==> src/hdl/periph_map_pkg.sv <==
// Address map of the peripheral subsystem. Windows are 16 bytes and decoded on
// paddr[11:4]; only word-aligned register offsets are defined.
`default_nettype none

package periph_map_pkg;

    // Bus widths
    localparam int AddrWidth = 12;
    localparam int DataWidth = 32;

    // --------------------
    // Slave windows
    // --------------------
    localparam logic [AddrWidth-1:0] TimerBase0 = 12'h000;
    localparam logic [AddrWidth-1:0] TimerBase1 = 12'h010;
    localparam logic [AddrWidth-1:0] IrqBase    = 12'h100;

    // Timer registers
    localparam logic [3:0] TimerCountOff = 4'h0;
    localparam logic [3:0] TimerCtrlOff  = 4'h4;
    localparam logic [3:0] TimerCmpOff   = 4'h8;
    localparam logic [3:0] TimerStatOff  = 4'hC;

    // Router registers, one enable mask per target
    localparam logic [3:0] IrqPendOff = 4'h0;
    localparam logic [3:0] IrqEnOff0  = 4'h4;
    localparam logic [3:0] IrqEnOff1  = 4'h8;

    localparam logic [DataWidth-1:0] ErrorWord = 32'hdeadbeef; // absent slave

    // Timer slots must keep the encodings 0 and 1
    typedef enum logic [1:0] {
        SlotTimer0 = 2'd0,
        SlotTimer1 = 2'd1,
        SlotIrq    = 2'd2,
        SlotNone   = 2'd3
    } SlotSel;

endpackage

`default_nettype wire

==> src/hdl/periph_bus_pkg.sv <==
// APB port and internal register bus types. One transfer in flight at a time.
`default_nettype none

package periph_bus_pkg;

    // --------------------
    // APB slave port
    // --------------------
    typedef struct packed {
        logic                                 psel;
        logic                                 penable;
        logic                                 pwrite;
        logic [periph_map_pkg::AddrWidth-1:0] paddr;
        logic [periph_map_pkg::DataWidth-1:0] pwdata;
    } apb_req_t;

    typedef struct packed {
        logic [periph_map_pkg::DataWidth-1:0] prdata;
        logic                                 pready;
        logic                                 pslverr;
    } apb_rsp_t;

    // Shared register request, valid is a one-cycle strobe
    typedef struct packed {
        logic                                 valid;
        logic                                 write;
        logic [3:0]                           offset; // byte offset in window
        logic [periph_map_pkg::DataWidth-1:0] wdata;
    } reg_req_t;

endpackage

`default_nettype wire

==> src/hdl/apb_access_fsm.sv <==
// Fixed-latency APB slave: setup plus two access cycles, no extra wait states.
// Timer slots 0 and 1 map to slot_valid_o bits 0 and 1, the router to bit NumTimers.
`timescale 1ns/100ps
`default_nettype none

module apb_access_fsm #(
    parameter int NumTimers = 2
) (
    input  logic                                                 clk_i,
    input  logic                                                 reset_i,
    input  periph_bus_pkg::apb_req_t                             apb_req_i,
    output periph_bus_pkg::apb_rsp_t                             apb_rsp_o,
    output periph_bus_pkg::reg_req_t                             reg_req_o,
    output logic [NumTimers:0]                                   slot_valid_o,
    input  logic [NumTimers-1:0][periph_map_pkg::DataWidth-1:0]  timer_rdata_i,
    input  logic [periph_map_pkg::DataWidth-1:0]                 irq_rdata_i
);

    localparam int AW = periph_map_pkg::AddrWidth;

    typedef enum logic [1:0] {IDLE, ACCESS, RESPOND} state_e;

    state_e                               state_q;
    periph_map_pkg::SlotSel               slot_q;
    logic [1:0]                           slot_idx;
    logic                                 setup;
    logic                                 err_q;
    logic                                 write_q;
    logic [3:0]                           offset_q;
    logic [periph_map_pkg::DataWidth-1:0] wdata_q;
    logic [periph_map_pkg::DataWidth-1:0] rdata_q;
    logic [periph_map_pkg::DataWidth-1:0] rdata_mux;

    function automatic periph_map_pkg::SlotSel decode_slot(input logic [AW-1:0] addr);
        logic [AW-5:0] win;
        win = addr[AW-1:4];
        if (win == periph_map_pkg::TimerBase0[AW-1:4]) return periph_map_pkg::SlotTimer0;
        if (NumTimers > 1 && win == periph_map_pkg::TimerBase1[AW-1:4])
            return periph_map_pkg::SlotTimer1;
        if (win == periph_map_pkg::IrqBase[AW-1:4]) return periph_map_pkg::SlotIrq;
        return periph_map_pkg::SlotNone;
    endfunction

    assign setup    = (state_q == IDLE) && apb_req_i.psel && !apb_req_i.penable;
    assign slot_idx = slot_q;

    // --------------------
    // Control
    // --------------------
    always_ff @(posedge clk_i) begin
        if (reset_i) begin
            state_q <= IDLE;
            slot_q  <= periph_map_pkg::SlotNone;
            err_q   <= 1'b0;
        end else begin
            case (state_q)
                IDLE: begin
                    if (setup) begin
                        state_q <= ACCESS;
                        slot_q  <= decode_slot(apb_req_i.paddr);
                    end
                end
                ACCESS: begin
                    state_q <= RESPOND;
                    err_q   <= (slot_q == periph_map_pkg::SlotNone);
                end
                default: state_q <= IDLE; // RESPOND lasts one cycle
            endcase
        end
    end

    // Request payload captured at setup, read data at the strobe edge
    always_ff @(posedge clk_i) begin
        if (setup) begin
            write_q  <= apb_req_i.pwrite;
            offset_q <= apb_req_i.paddr[3:0];
            wdata_q  <= apb_req_i.pwdata;
        end
        if (state_q == ACCESS) rdata_q <= rdata_mux;
    end

    always_comb begin
        case (slot_q)
            periph_map_pkg::SlotTimer0,
            periph_map_pkg::SlotTimer1: rdata_mux = timer_rdata_i[slot_idx[0]];
            periph_map_pkg::SlotIrq:    rdata_mux = irq_rdata_i;
            default:                    rdata_mux = periph_map_pkg::ErrorWord;
        endcase
    end

    always_comb begin
        slot_valid_o = '0;
        if (state_q == ACCESS) begin
            case (slot_q)
                periph_map_pkg::SlotTimer0,
                periph_map_pkg::SlotTimer1: slot_valid_o[slot_idx] = 1'b1;
                periph_map_pkg::SlotIrq:    slot_valid_o[NumTimers] = 1'b1;
                default: ;                  // unmapped, nothing written
            endcase
        end
    end

    always_comb begin
        reg_req_o.valid  = (state_q == ACCESS);
        reg_req_o.write  = write_q;
        reg_req_o.offset = offset_q;
        reg_req_o.wdata  = wdata_q;
    end

    assign apb_rsp_o.prdata  = rdata_q;
    assign apb_rsp_o.pready  = (state_q == RESPOND);
    assign apb_rsp_o.pslverr = (state_q == RESPOND) && err_q;

    // --------------------
    // Checks
    // --------------------
    a_pready_single: assert property (@(posedge clk_i) disable iff (reset_i)
        apb_rsp_o.pready |=> !apb_rsp_o.pready);

    a_slot_onehot: assert property (@(posedge clk_i) disable iff (reset_i)
        $onehot0(slot_valid_o));

endmodule

`default_nettype wire

==> src/hdl/periph_timer.sv <==
// Compare-match timer. Count wraps to 0 once it reaches compare; the match flag
// is sticky until status is written. Count bits above CountWidth read as 0.
`timescale 1ns/100ps
`default_nettype none

module periph_timer #(
    parameter int CountWidth = periph_map_pkg::DataWidth
) (
    input  logic                                 clk_i,
    input  logic                                 reset_i,
    input  logic                                 valid_i,
    input  periph_bus_pkg::reg_req_t             reg_req_i,
    output logic [periph_map_pkg::DataWidth-1:0] rdata_o,
    output logic                                 irq_o
);

    logic [CountWidth-1:0] count_q;
    logic [CountWidth-1:0] cmp_q;
    logic                  enable_q;
    logic                  flag_q;
    logic                  wr_en;
    logic                  match;

    assign wr_en = valid_i && reg_req_i.valid && reg_req_i.write;
    assign match = enable_q && (count_q >= cmp_q); // also catches a lowered compare

    // --------------------
    // Counter and flag
    // --------------------
    always_ff @(posedge clk_i) begin
        if (reset_i) begin
            count_q  <= '0;
            enable_q <= 1'b0;
            flag_q   <= 1'b0;
        end else begin
            if (match) begin
                count_q <= '0;
            end else if (enable_q) begin
                count_q <= count_q + 1'b1;
            end
            if (wr_en && reg_req_i.offset == periph_map_pkg::TimerCountOff)
                count_q <= reg_req_i.wdata[CountWidth-1:0]; // software load wins
            if (wr_en && reg_req_i.offset == periph_map_pkg::TimerCtrlOff)
                enable_q <= reg_req_i.wdata[0];
            if (wr_en && reg_req_i.offset == periph_map_pkg::TimerStatOff)
                flag_q <= 1'b0;
            if (match) flag_q <= 1'b1; // a new match beats the clear
        end
    end

    always_ff @(posedge clk_i) begin
        if (wr_en && reg_req_i.offset == periph_map_pkg::TimerCmpOff)
            cmp_q <= reg_req_i.wdata[CountWidth-1:0];
    end

    // Read mux
    always_comb begin
        rdata_o = '0;
        case (reg_req_i.offset)
            periph_map_pkg::TimerCountOff: rdata_o[CountWidth-1:0] = count_q;
            periph_map_pkg::TimerCtrlOff:  rdata_o[0] = enable_q;
            periph_map_pkg::TimerCmpOff:   rdata_o[CountWidth-1:0] = cmp_q;
            periph_map_pkg::TimerStatOff:  rdata_o[0] = flag_q;
            default: ;
        endcase
    end

    assign irq_o = flag_q;

    // Bound holds except right after software touched count or compare
    a_count_bound: assert property (@(posedge clk_i) disable iff (reset_i)
        enable_q && cmp_q != '0 && !$past(wr_en) |-> count_q <= cmp_q);

endmodule

`default_nettype wire

==> src/hdl/irq_router.sv <==
// Level-only interrupt router with one enable mask per target, no priorities.
// NumSources up to DataWidth; enable mask offsets follow the IrqEnOff0/1 stride.
`timescale 1ns/100ps
`default_nettype none

module irq_router #(
    parameter int NumSources = 4,
    parameter int NumTargets = 2
) (
    input  logic                                 clk_i,
    input  logic                                 reset_i,
    input  logic                                 valid_i,
    input  periph_bus_pkg::reg_req_t             reg_req_i,
    output logic [periph_map_pkg::DataWidth-1:0] rdata_o,
    input  logic [NumSources-1:0]                src_i,
    output logic [NumTargets-1:0]                irq_o
);

    localparam logic [3:0] EnStride = periph_map_pkg::IrqEnOff1 - periph_map_pkg::IrqEnOff0;

    logic [NumTargets-1:0][NumSources-1:0] en_q;
    logic [NumTargets-1:0]                 irq_q;
    logic                                  wr_en;

    function automatic logic [3:0] en_off(input int t);
        return periph_map_pkg::IrqEnOff0 + 4'(t) * EnStride;
    endfunction

    assign wr_en = valid_i && reg_req_i.valid && reg_req_i.write;

    // --------------------
    // Masks and targets
    // --------------------
    always_ff @(posedge clk_i) begin
        if (reset_i) begin
            en_q  <= '0;
            irq_q <= '0;
        end else begin
            for (int t = 0; t < NumTargets; t++) begin
                if (wr_en && reg_req_i.offset == en_off(t))
                    en_q[t] <= reg_req_i.wdata[NumSources-1:0];
                irq_q[t] <= |(src_i & en_q[t]);
            end
        end
    end

    // Pending is the live source level, not latched
    always_comb begin
        rdata_o = '0;
        if (reg_req_i.offset == periph_map_pkg::IrqPendOff)
            rdata_o[NumSources-1:0] = src_i;
        for (int t = 0; t < NumTargets; t++) begin
            if (reg_req_i.offset == en_off(t))
                rdata_o[NumSources-1:0] = en_q[t];
        end
    end

    assign irq_o = irq_q;

    a_irq_reset: assert property (@(posedge clk_i) reset_i |=> irq_o == '0);

endmodule

`default_nettype wire

==> src/hdl/periph_top.sv <==
// Peripheral subsystem top. Router sources are the timer flags first, then the
// external level inputs.
`timescale 1ns/100ps
`default_nettype none

module periph_top #(
    parameter int NumTimers  = 2,
    parameter int NumExtIrq  = 2,
    parameter int NumTargets = 2
) (
    input  logic                     clk_i,
    input  logic                     reset_i,
    input  periph_bus_pkg::apb_req_t apb_req_i,
    output periph_bus_pkg::apb_rsp_t apb_rsp_o,
    input  logic [NumExtIrq-1:0]     irq_ext_i,
    output logic [NumTargets-1:0]    irq_o
);

    localparam int NumSources = NumTimers + NumExtIrq;

    periph_bus_pkg::reg_req_t                             reg_req;
    logic [NumTimers:0]                                   slot_valid;
    logic [NumTimers-1:0][periph_map_pkg::DataWidth-1:0]  timer_rdata;
    logic [periph_map_pkg::DataWidth-1:0]                 irq_rdata;
    logic [NumTimers-1:0]                                 timer_irq;

    // --------------------
    // Bus front end
    // --------------------
    apb_access_fsm #(
        .NumTimers ( NumTimers )
    ) i_apb_access_fsm (
        .clk_i         ( clk_i       ),
        .reset_i       ( reset_i     ),
        .apb_req_i     ( apb_req_i   ),
        .apb_rsp_o     ( apb_rsp_o   ),
        .reg_req_o     ( reg_req     ),
        .slot_valid_o  ( slot_valid  ),
        .timer_rdata_i ( timer_rdata ),
        .irq_rdata_i   ( irq_rdata   )
    );

    // Timers
    for (genvar i = 0; i < NumTimers; i++) begin : gen_timer
        periph_timer i_periph_timer (
            .clk_i     ( clk_i          ),
            .reset_i   ( reset_i        ),
            .valid_i   ( slot_valid[i]  ),
            .reg_req_i ( reg_req        ),
            .rdata_o   ( timer_rdata[i] ),
            .irq_o     ( timer_irq[i]   )
        );
    end

    // --------------------
    // Interrupts
    // --------------------
    irq_router #(
        .NumSources ( NumSources ),
        .NumTargets ( NumTargets )
    ) i_irq_router (
        .clk_i     ( clk_i                   ),
        .reset_i   ( reset_i                 ),
        .valid_i   ( slot_valid[NumTimers]   ),
        .reg_req_i ( reg_req                 ),
        .rdata_o   ( irq_rdata               ),
        .src_i     ( {irq_ext_i, timer_irq}  ),
        .irq_o     ( irq_o                   )
    );

endmodule

`default_nettype wire

==> config.mk <==
export PLATFORM = sky130hd
export DESIGN_NAME = periph_top
export DESIGN_NICKNAME = d
export VERILOG_FILES = /design/src/hdl/periph_map_pkg.sv /design/src/hdl/periph_bus_pkg.sv /design/src/hdl/apb_access_fsm.sv /design/src/hdl/periph_timer.sv /design/src/hdl/irq_router.sv /design/src/hdl/periph_top.sv
export SDC_FILE = /design/constraint.sdc
export NUM_CORES = 1
export LEC_CHECK = 0
export BUFFER_PORTS_ARGS = -buffer_cell sky130_fd_sc_hd__buf_2
export CAP_MARGIN = 20
export CORE_MARGIN = 1
export CORE_UTILIZATION = 55
export DETAILED_ROUTE_END_ITERATION = 7
export GPL_TIMING_DRIVEN = 0
export PLACE_DENSITY = 0.8
export SYNTH_ARGS = -nofsm -noshare
export SYNTH_HDL_FRONTEND = slang
export SYNTH_SLANG_ARGS = --single-unit
==> constraint.sdc <==
create_clock -name clk_i -period 5.1 [get_ports clk_i]
set_input_delay 1.02 -clock clk_i [delete_from_list [all_inputs] [get_ports clk_i]]
set_output_delay 1.02 -clock clk_i [all_outputs]
set_load 0.01 [all_outputs]
==> summary.txt, run 1 <==
Run status
  – Outcome: finished, violations left
  – Failing checks: DRC

Logic synthesis
  – Post-Synthesis Cells: between 1000 and 1500
  – Asr flop ratio synth: 0%
  – Synth unique cells: 71
  – Post-synth EDFFs: approximately 130
  – Top cells by area, synth: edfxtp_1, dfxtp_1, ha_1, a22oi_1, a21oi_1
  – Synth area leader: edfxtp_1
  – Avg Inst Size Synth: 10.1 sq um
  – Ys Warns: 0
  – Seq/Total Area, Yosys: between 40 and 50%
  – Synth Net Count: 1244
  – #FFs+latches synth: about 220
  – Dominant synthesized flop cell: edfxtp_1
  – Synthesized area: around 0.011 sq mm
  – Synth top area share: 35.2%

Critical path
  – Critical Path Fanout Max: 10
  – Reg-to-reg slack, setup: roughly 2.0 ns
  – Endpoint class of the critical path: flop
  – WP data required: approximately 5.6 ns
  – Worst r2r dst: gen_timer[0].i_periph_timer.count_q[5]
  – R2R Path Start: i_apb_access_fsm.offset_q[2]
  – CP startpoint: i_apb_access_fsm.offset_q[2]
  – R2r worst-path depth: 7
  – Critical Path AT: ~3.6 ns
  – Crit start category: flop
  – WS Path Type: reg -> reg

Placed design
  – # placed instances: about 1500
  – DP HPWL: approximately 26 mm
  – Quantity of I/O buffers inserted on ports: between 80 and 90
  – Gpl congestion: around 1

Drt
  – Number of DRC markers in iteration 0: ~1500
  – Drt wl/cell: 22.6 um
  – DRT Pass-1 Iters: 8
  – Vias: slightly above 10000
  – Detailed Route WL: ~35 mm
  – Vias per Instance: roughly 6.6
  – DRT antenna net count: 0
  – DR DRC count: 1

Layout
  – Area delta synth->final: 14.4%
  – Final Instance Count excl. Fillers: 1538
  – Layout cell share with drive strength beyond 1: around 13%
  – Commonest non-fill, non-tap cell in the layout: edfxtp_1
  – Fin nets: about 1400
  – Fill count: 1605
  – Commonest cells after routing, fill and taps aside: edfxtp_1, buf_2, inv_1
  – ANT cells: 0

Min path
  – Hold depth: 2
  – HP Start: i_apb_access_fsm.err_q
  – Hold WC Path Type: reg -> reg
  – Hold Path End: i_apb_access_fsm.err_q

Clocking
  – Number of post-CTS setup repair buffers: 0
  – Cts hold-fix bufs: 0
  – TritonCTS clock tree: built
  – Clock Latency Late Sink: about 0.53 ns
  – Clk pin slew, worst setup/hold paths: roughly 0.06 ns
  – Htree depth: 1
  – Clock Tree Buf Depth: 3
  – Clock sink count: 216
  – Number of gates resized after CTS: 0
  – Root buffer cell: clkbuf_16
  – TritonCTS buffer count: 25

Floorplanning
  – Die area: about 0.021 sq mm
  – # rows: between 50 and 60
  – Core Region: around 0.020 sq mm
  – I/O pin count: between 80 and 90
  – Initial Util: 56.1%
  – Die width: around 150 um
  – Floorplan die height: between 100 and 150 um

Job
  – Maxcap violations: 0

Global routing
  – Aggregate global-route resource usage: roughly a third
  – Initial antenna violation count: 1
  – Grt ovf: 0
  – First-pass GRT wire length: about 53 mm
  – Vias in the first global route: 9427
  – Largest net degree at the start of global routing: 27

Power
  – Max VDD drop: about 300 uV
  – Leakage: roughly 4.7 nW
  – Power density cells: between 200 and 300 mW/mm^2
  – Total Power: ~3.6 mW

Timing
  – RSZ-0062 raised after global routing: false
  – Hold Slack: ~0.47 ns
  – Post-layout minimum cycle time: 3.13 ns
  – Setup TNS: 0 ns
  – Slew HR: a little over two fifths
  – Clock Skew: about 0.013 ns
  – Final hold viol count: 0
  – Setup violators final: 0
  – F_max: between 300 and 400 MHz
  – Slew Viols, Final: 0
  – Post-route clock period utilization: 61.4%
  – Least-Margin Pin Slew: 0.841 ns
## synthesized netlist by cell type, drive strengths merged (8+ instances only)
master	instances
o22ai	28
a21oi	80
inv	92
xor2	13
a221oi	25
a211oi	10
nand4	38
buf	14
nor3b	16
mux2i	11
o21ai	49
nor2	70
a22oi	68
xnor2	11
a31oi	11
ha	66
nor2b	8
dfxtp	83
edfxtp	133
nand3	60
nor3	36
nand2	66
clkbuf	44
## registers in the layout, summed over array words and instances, names as in the netlist, 4 cells and up
signal and cells:
i_apb_access_fsm.wdata_q 32, i_apb_access_fsm.offset_q 4, gen_timer.i_periph_timer.cmp_q 64, gen_timer.i_periph_timer.count_q 64, i_apb_access_fsm.rdata_q 32, i_irq_router.en_q 8
## layout make-up
cell class	instances	area [sq um]	share of cell area, %
multi-input cells	761	5130	39.4
clock buffers	39	698	5.37
plain buffers	58	241	1.86
inverters	92	345	2.66
repair buffers	96	566	4.35
well taps	270	338	2.60
clock inverters	6	27.5	0.212
flip-flops and latches	216	5660	43.5
## where the power goes
part	switching, mW	internal [mW]
clock	0.699	0.933
combinational	0.0606	0.0328
sequential	0.0283	1.87
total	0.787	2.83
## layer usage
layer	global-route usage [%]	wire (um)	vias up
met2	49.7	15500	663
met4	12.4	1200	2
met5	0	18	-
met3	6.90	4230	105
met1	45.0	13800	4851
li1	-	-	4534
## cells by family (layout without fill, tap and decap cells)
family | Yosys count | after routing | share of synthesized area (%)
adders and majority gates | 66 | 66 | 7.27
muxes | 12 | 12 | 1.07
DFF | 216 | 216 | 49.8
and+or+nand+nor | 347 | 347 | 16.5
buffers and inverters | 150 | 291 | 5.17
AOI/OAI and AO/OA | 312 | 312 | 18.4
xor gates and xnor gates | 24 | 24 | 1.85
## stage by stage
step | cell area (sq um) | setup slack [ns] | utilization (%)
floorplan | 11400 | 1.49 | -
global placement | 12100 | -0.263 | 59.9
detailed placement | 12300 | 2.13 | 60.6
CTS | 13000 | 2.11 | 64.2
global route | 13000 | 1.87 | 64.2
finish | 13000 | 1.97 | 64.2
## critical path, cell delays in order (launching register included)
cell and delay (ns):
edfxtp_1 0.35, buf_2 0.21, nor4_4 0.71, nand2_1 0.47, nor2_1 0.54, clkbuf_1 0.52
a32oi_1 0.13, o21ai_1 0.11
## worst max path at each step
stage	to	slack, ns
floorplan	gen_timer[0].i_periph_timer.cmp_q[0]	1.49
global placement	gen_timer[1].i_periph_timer.cmp_q[23]	-0.26
detailed placement	gen_timer[0].i_periph_timer.count_q[22]	2.13
CTS	gen_timer[1].i_periph_timer.count_q[26]	2.11
global route	gen_timer[1].i_periph_timer.count_q[21]	1.87
finish	gen_timer[0].i_periph_timer.count_q[5]	1.97
Note: power is estimated with default switching activity, not from simulation.
==> run 2: changes to the inputs <==
Settings changed: ABC_AREA set to 1, PLACE_DENSITY 0.8 to 0.83.
Clock period 5.1 ns to 2.75 ns, I/O delays scaled along.
==> run 2 against run 1 <==
Against the previous run:
- the flow now finishes without violations
- clock power is 99% higher
- register-to-register slack worse by 1.9 ns
- largest cell class unchanged
- maximum frequency is 18% higher
- critical path depth is 5 higher
- hold slack worse by 0.28 ns
- sequential power is 84% higher
- power is 91% higher
- critical endpoint is now gen_timer[0].i_periph_timer.count_q[24]
- routed wire length is 21% higher
==> summary.txt, run 2 <==
Drt
  – Drt wl/cell: roughly 23 um
  – Vias per Instance: around 6.1
  – DRT antenna net count: 0
  – Number of DRC markers in iteration 0: 1347
  – Vias: 11400
  – DR top layer: met5
  – DR WL met3: 4.67 mm
  – DRT Pass-1 Iters: 6
  – Detailed Route WL: ~42 mm
  – Met1 wire length: between 15 and 20 mm
  – Met2 WL: about 19 mm
  – DR DRC count: 0

Logic synthesis
  – Post-synthesis mux area share: 0%
  – Post-synthesis compound-gate area fraction: between 10% and 20%
  – Dominant synthesized flop cell: edfxtp_1
  – Combinational family with the most area after synthesis: compound AO/OA/AOI/OAI gates
  – Synth Net Count: about 1600
  – Simple-gate share of the synthesized area: between 10% and 20%
  – Top cells by area, synth: edfxtp_1, dfxtp_1, inv_1, ha_1, nand2_1
  – Post-synth EDFFs: 133
  – Top cells by count, synth: inv_1, nand2_1, edfxtp_1
  – Synth unique cells: 42
  – Synth top area share: roughly a third
  – Seq/Total Area, Yosys: 46.7%
  – Post-Synthesis Cells: ~1400
  – Synth area leader: edfxtp_1
  – Asr flop ratio synth: 0%
  – Avg Inst Size Synth: roughly 8.4 sq um
  – Synthesized area: ~0.012 sq mm
  – Synth Area in XOR/XNOR: under 10%
  – Leading cell type by number of instances after synthesis: inv_1
  – Area share of fa/ha/maj cells after synthesis: under 10%
  – Ys Warns: 0
  – #FFs+latches synth: approximately 220

Global routing
  – Vias in the first global route: between 10000 and 15000
  – Largest net degree at the start of global routing: 25
  – Aggregate global-route resource usage: between 30% and 40%
  – Initial antenna violation count: 1
  – First-pass GRT wire length: between 60 and 70 mm
  – Grt ovf: 0

Layout
  – ANT cells: 0
  – Fin nets: between 1500 and 2000
  – Layout cell share with drive strength beyond 1: approximately 12%
  – Largest registers: gen_timer.i_periph_timer.cmp_q x64, gen_timer.i_periph_timer.count_q x64
  – Commonest cells after routing, fill and taps aside: inv_1, nand2_1, edfxtp_1
  – Area delta synth->final: 14.4%
  – Commonest non-fill, non-tap cell in the layout: inv_1

Critical path
  – Endpoint class of the critical path: flop
  – Crit path largest cell delay: roughly 0.37 ns
  – Critical Path AT: ~3 ns
  – Cell family with most CP delay: simple AND/OR/NAND/NOR gates
  – Critical Path Fanout Max: 10
  – WP data required: 3.13 ns
  – WP buf/inv: 2
  – Worst path cell trace: inv_1, ha_1, nand2_1, nor2_1, nand4_1, a21oi_1, nor2_2, nand2_1, nand2_4, buf_4, a21oi_1, nor2_1
  – Slowest cell on the critical path: edfxtp_1
  – WS Path Type: reg -> reg
  – Crit start category: flop

Timing
  – Final hold viol count: 0
  – Final Worst Setup Slack: 0.105 ns
  – Least-Margin Pin Slew: about 1.1 ns
  – Slew Viols, Final: 0
  – RSZ-0062 raised after global routing: false
  – Post-route clock period utilization: 96.2%
  – Post-layout minimum cycle time: approximately 2.6 ns
  – Slew HR: between 20% and 30%
  – Setup violators final: 0
  – Clock Skew: between 0.01 and 0.015 ns
  – F_max: between 300 and 400 MHz

Power
  – Leakage: around 5.4 nW
  – Total Power: between 6 and 7 mW
  – NetSw: ~1.5 mW
  – Power density cells: ~500 mW/mm^2
  – Clock power share: 46.9%
  – Logic pwr share: 2.7%
  – Reg power frac: about half
  – Max VDD drop: between 400 and 500 uV
  – Internal: 5.45 mW
  – Sw Share: 21.2%

Floorplanning
  – # rows: 53
  – I/O pin count: 87
  – Floorplan die height: 150 um
  – Die area: approximately 0.023 sq mm
  – Initial Util: ~57%
  – Die width: 150 um
  – Core Region: approximately 0.021 sq mm

Clocking
  – Clock Latency Late Sink: around 0.53 ns
  – TritonCTS buffer count: 24
  – TritonCTS clock tree: built
  – Clk pin slew, worst setup/hold paths: roughly 0.060 ns
  – Root buffer cell: clkbuf_16
  – Htree depth: 1
  – Clock Tree Buf Depth: 3
  – Clock sink count: around 220
  – Cts hold-fix bufs: 0

Min path
  – Hold WC Path Type: in -> reg

Run status
  – Outcome: finished, final reports clean

Placed design
  – Gpl congestion: about 1.0
  – Placement Setup Slack: -0.162 ns
  – Quantity of I/O buffers inserted on ports: 85
  – DP HPWL: a little over 30 mm

Job
  – Maxcap violations: 0
run 2: cells by family after synthesis:
| group | Yosys count |
|---|---|
| AOI/OAI and AO/OA | 336 |
| xor gates and xnor gates | 21 |
| adders and majority gates | 66 |
| buffers and inverters | 343 |
| DFF | 216 |
| and+or+nand+nor | 465 |
run 2: layout make-up:
type	count	area, sq um
clock buffer	34	689
clock inverter	10	114
fill	1777	7420
inverter	292	1100
tap	275	344
sequential	216	5660
buffer	50	240
timing repair buffer	92	563
multi-input combinational	888	5160
run 2: final timing paths:
path                                              start                                      end  slack [ns]  cells after the start
setup / recovery  gen_timer[0].i_periph_timer.cmp_q[30]  gen_timer[0].i_periph_timer.count_q[24]        0.10                     12
hold reg to reg            i_apb_access_fsm.wdata_q[17]    gen_timer[1].i_periph_timer.cmp_q[17]        0.48                      0
hold / removal                             apb_req_i[9]              i_apb_access_fsm.wdata_q[9]        0.19                      1
setup reg to reg  gen_timer[0].i_periph_timer.cmp_q[30]  gen_timer[0].i_periph_timer.count_q[24]        0.10                     12
run 2: power by group through the flow:
stage / Combinational [mW] / Clock (mW) / Sequential (mW)
2_1_floorplan: 0.0719 / 0 / 3.55
3_3_place_gp: 0.167 / 0 / 3.55
3_5_place_dp: 0.176 / 0 / 3.55
4_1_cts: 0.178 / 3.28 / 3.49
5_1_grt: 0.193 / 3.40 / 3.49
6_report: 0.186 / 3.25 / 3.49
run 2: timing repair:
| action | in CTS | in global routing |
|---|---|---|
| resized for setup | 2 | 6 |
| setup endpoints to repair | 10 | 51 |
| pin swaps | 0 | 3 |
| buffers inserted | 0 | 2 |
run 2: routing by layer:
layer	up-vias	track usage (%)
li1	5162	-
met1	5261	47.6
met2	779	59.0
met3	198	7.64
met4	2	20.3
met5	-	0
run 2: through the flow:
step           TNS, ns  cells  util [%]  area [sq um]  hold slack [ns]
2_1_floorplan        0   1447         -         12100            0.445
3_3_place_gp    -81.92   1807      60.6         12900            0.450
3_5_place_dp     -1.25   1812      61.1         13000            0.463
4_1_cts              0   1856      64.9         13800            0.179
5_1_grt              0   1857      65.1         13900            0.175
6_report             0   1857      65.1         13900            0.191
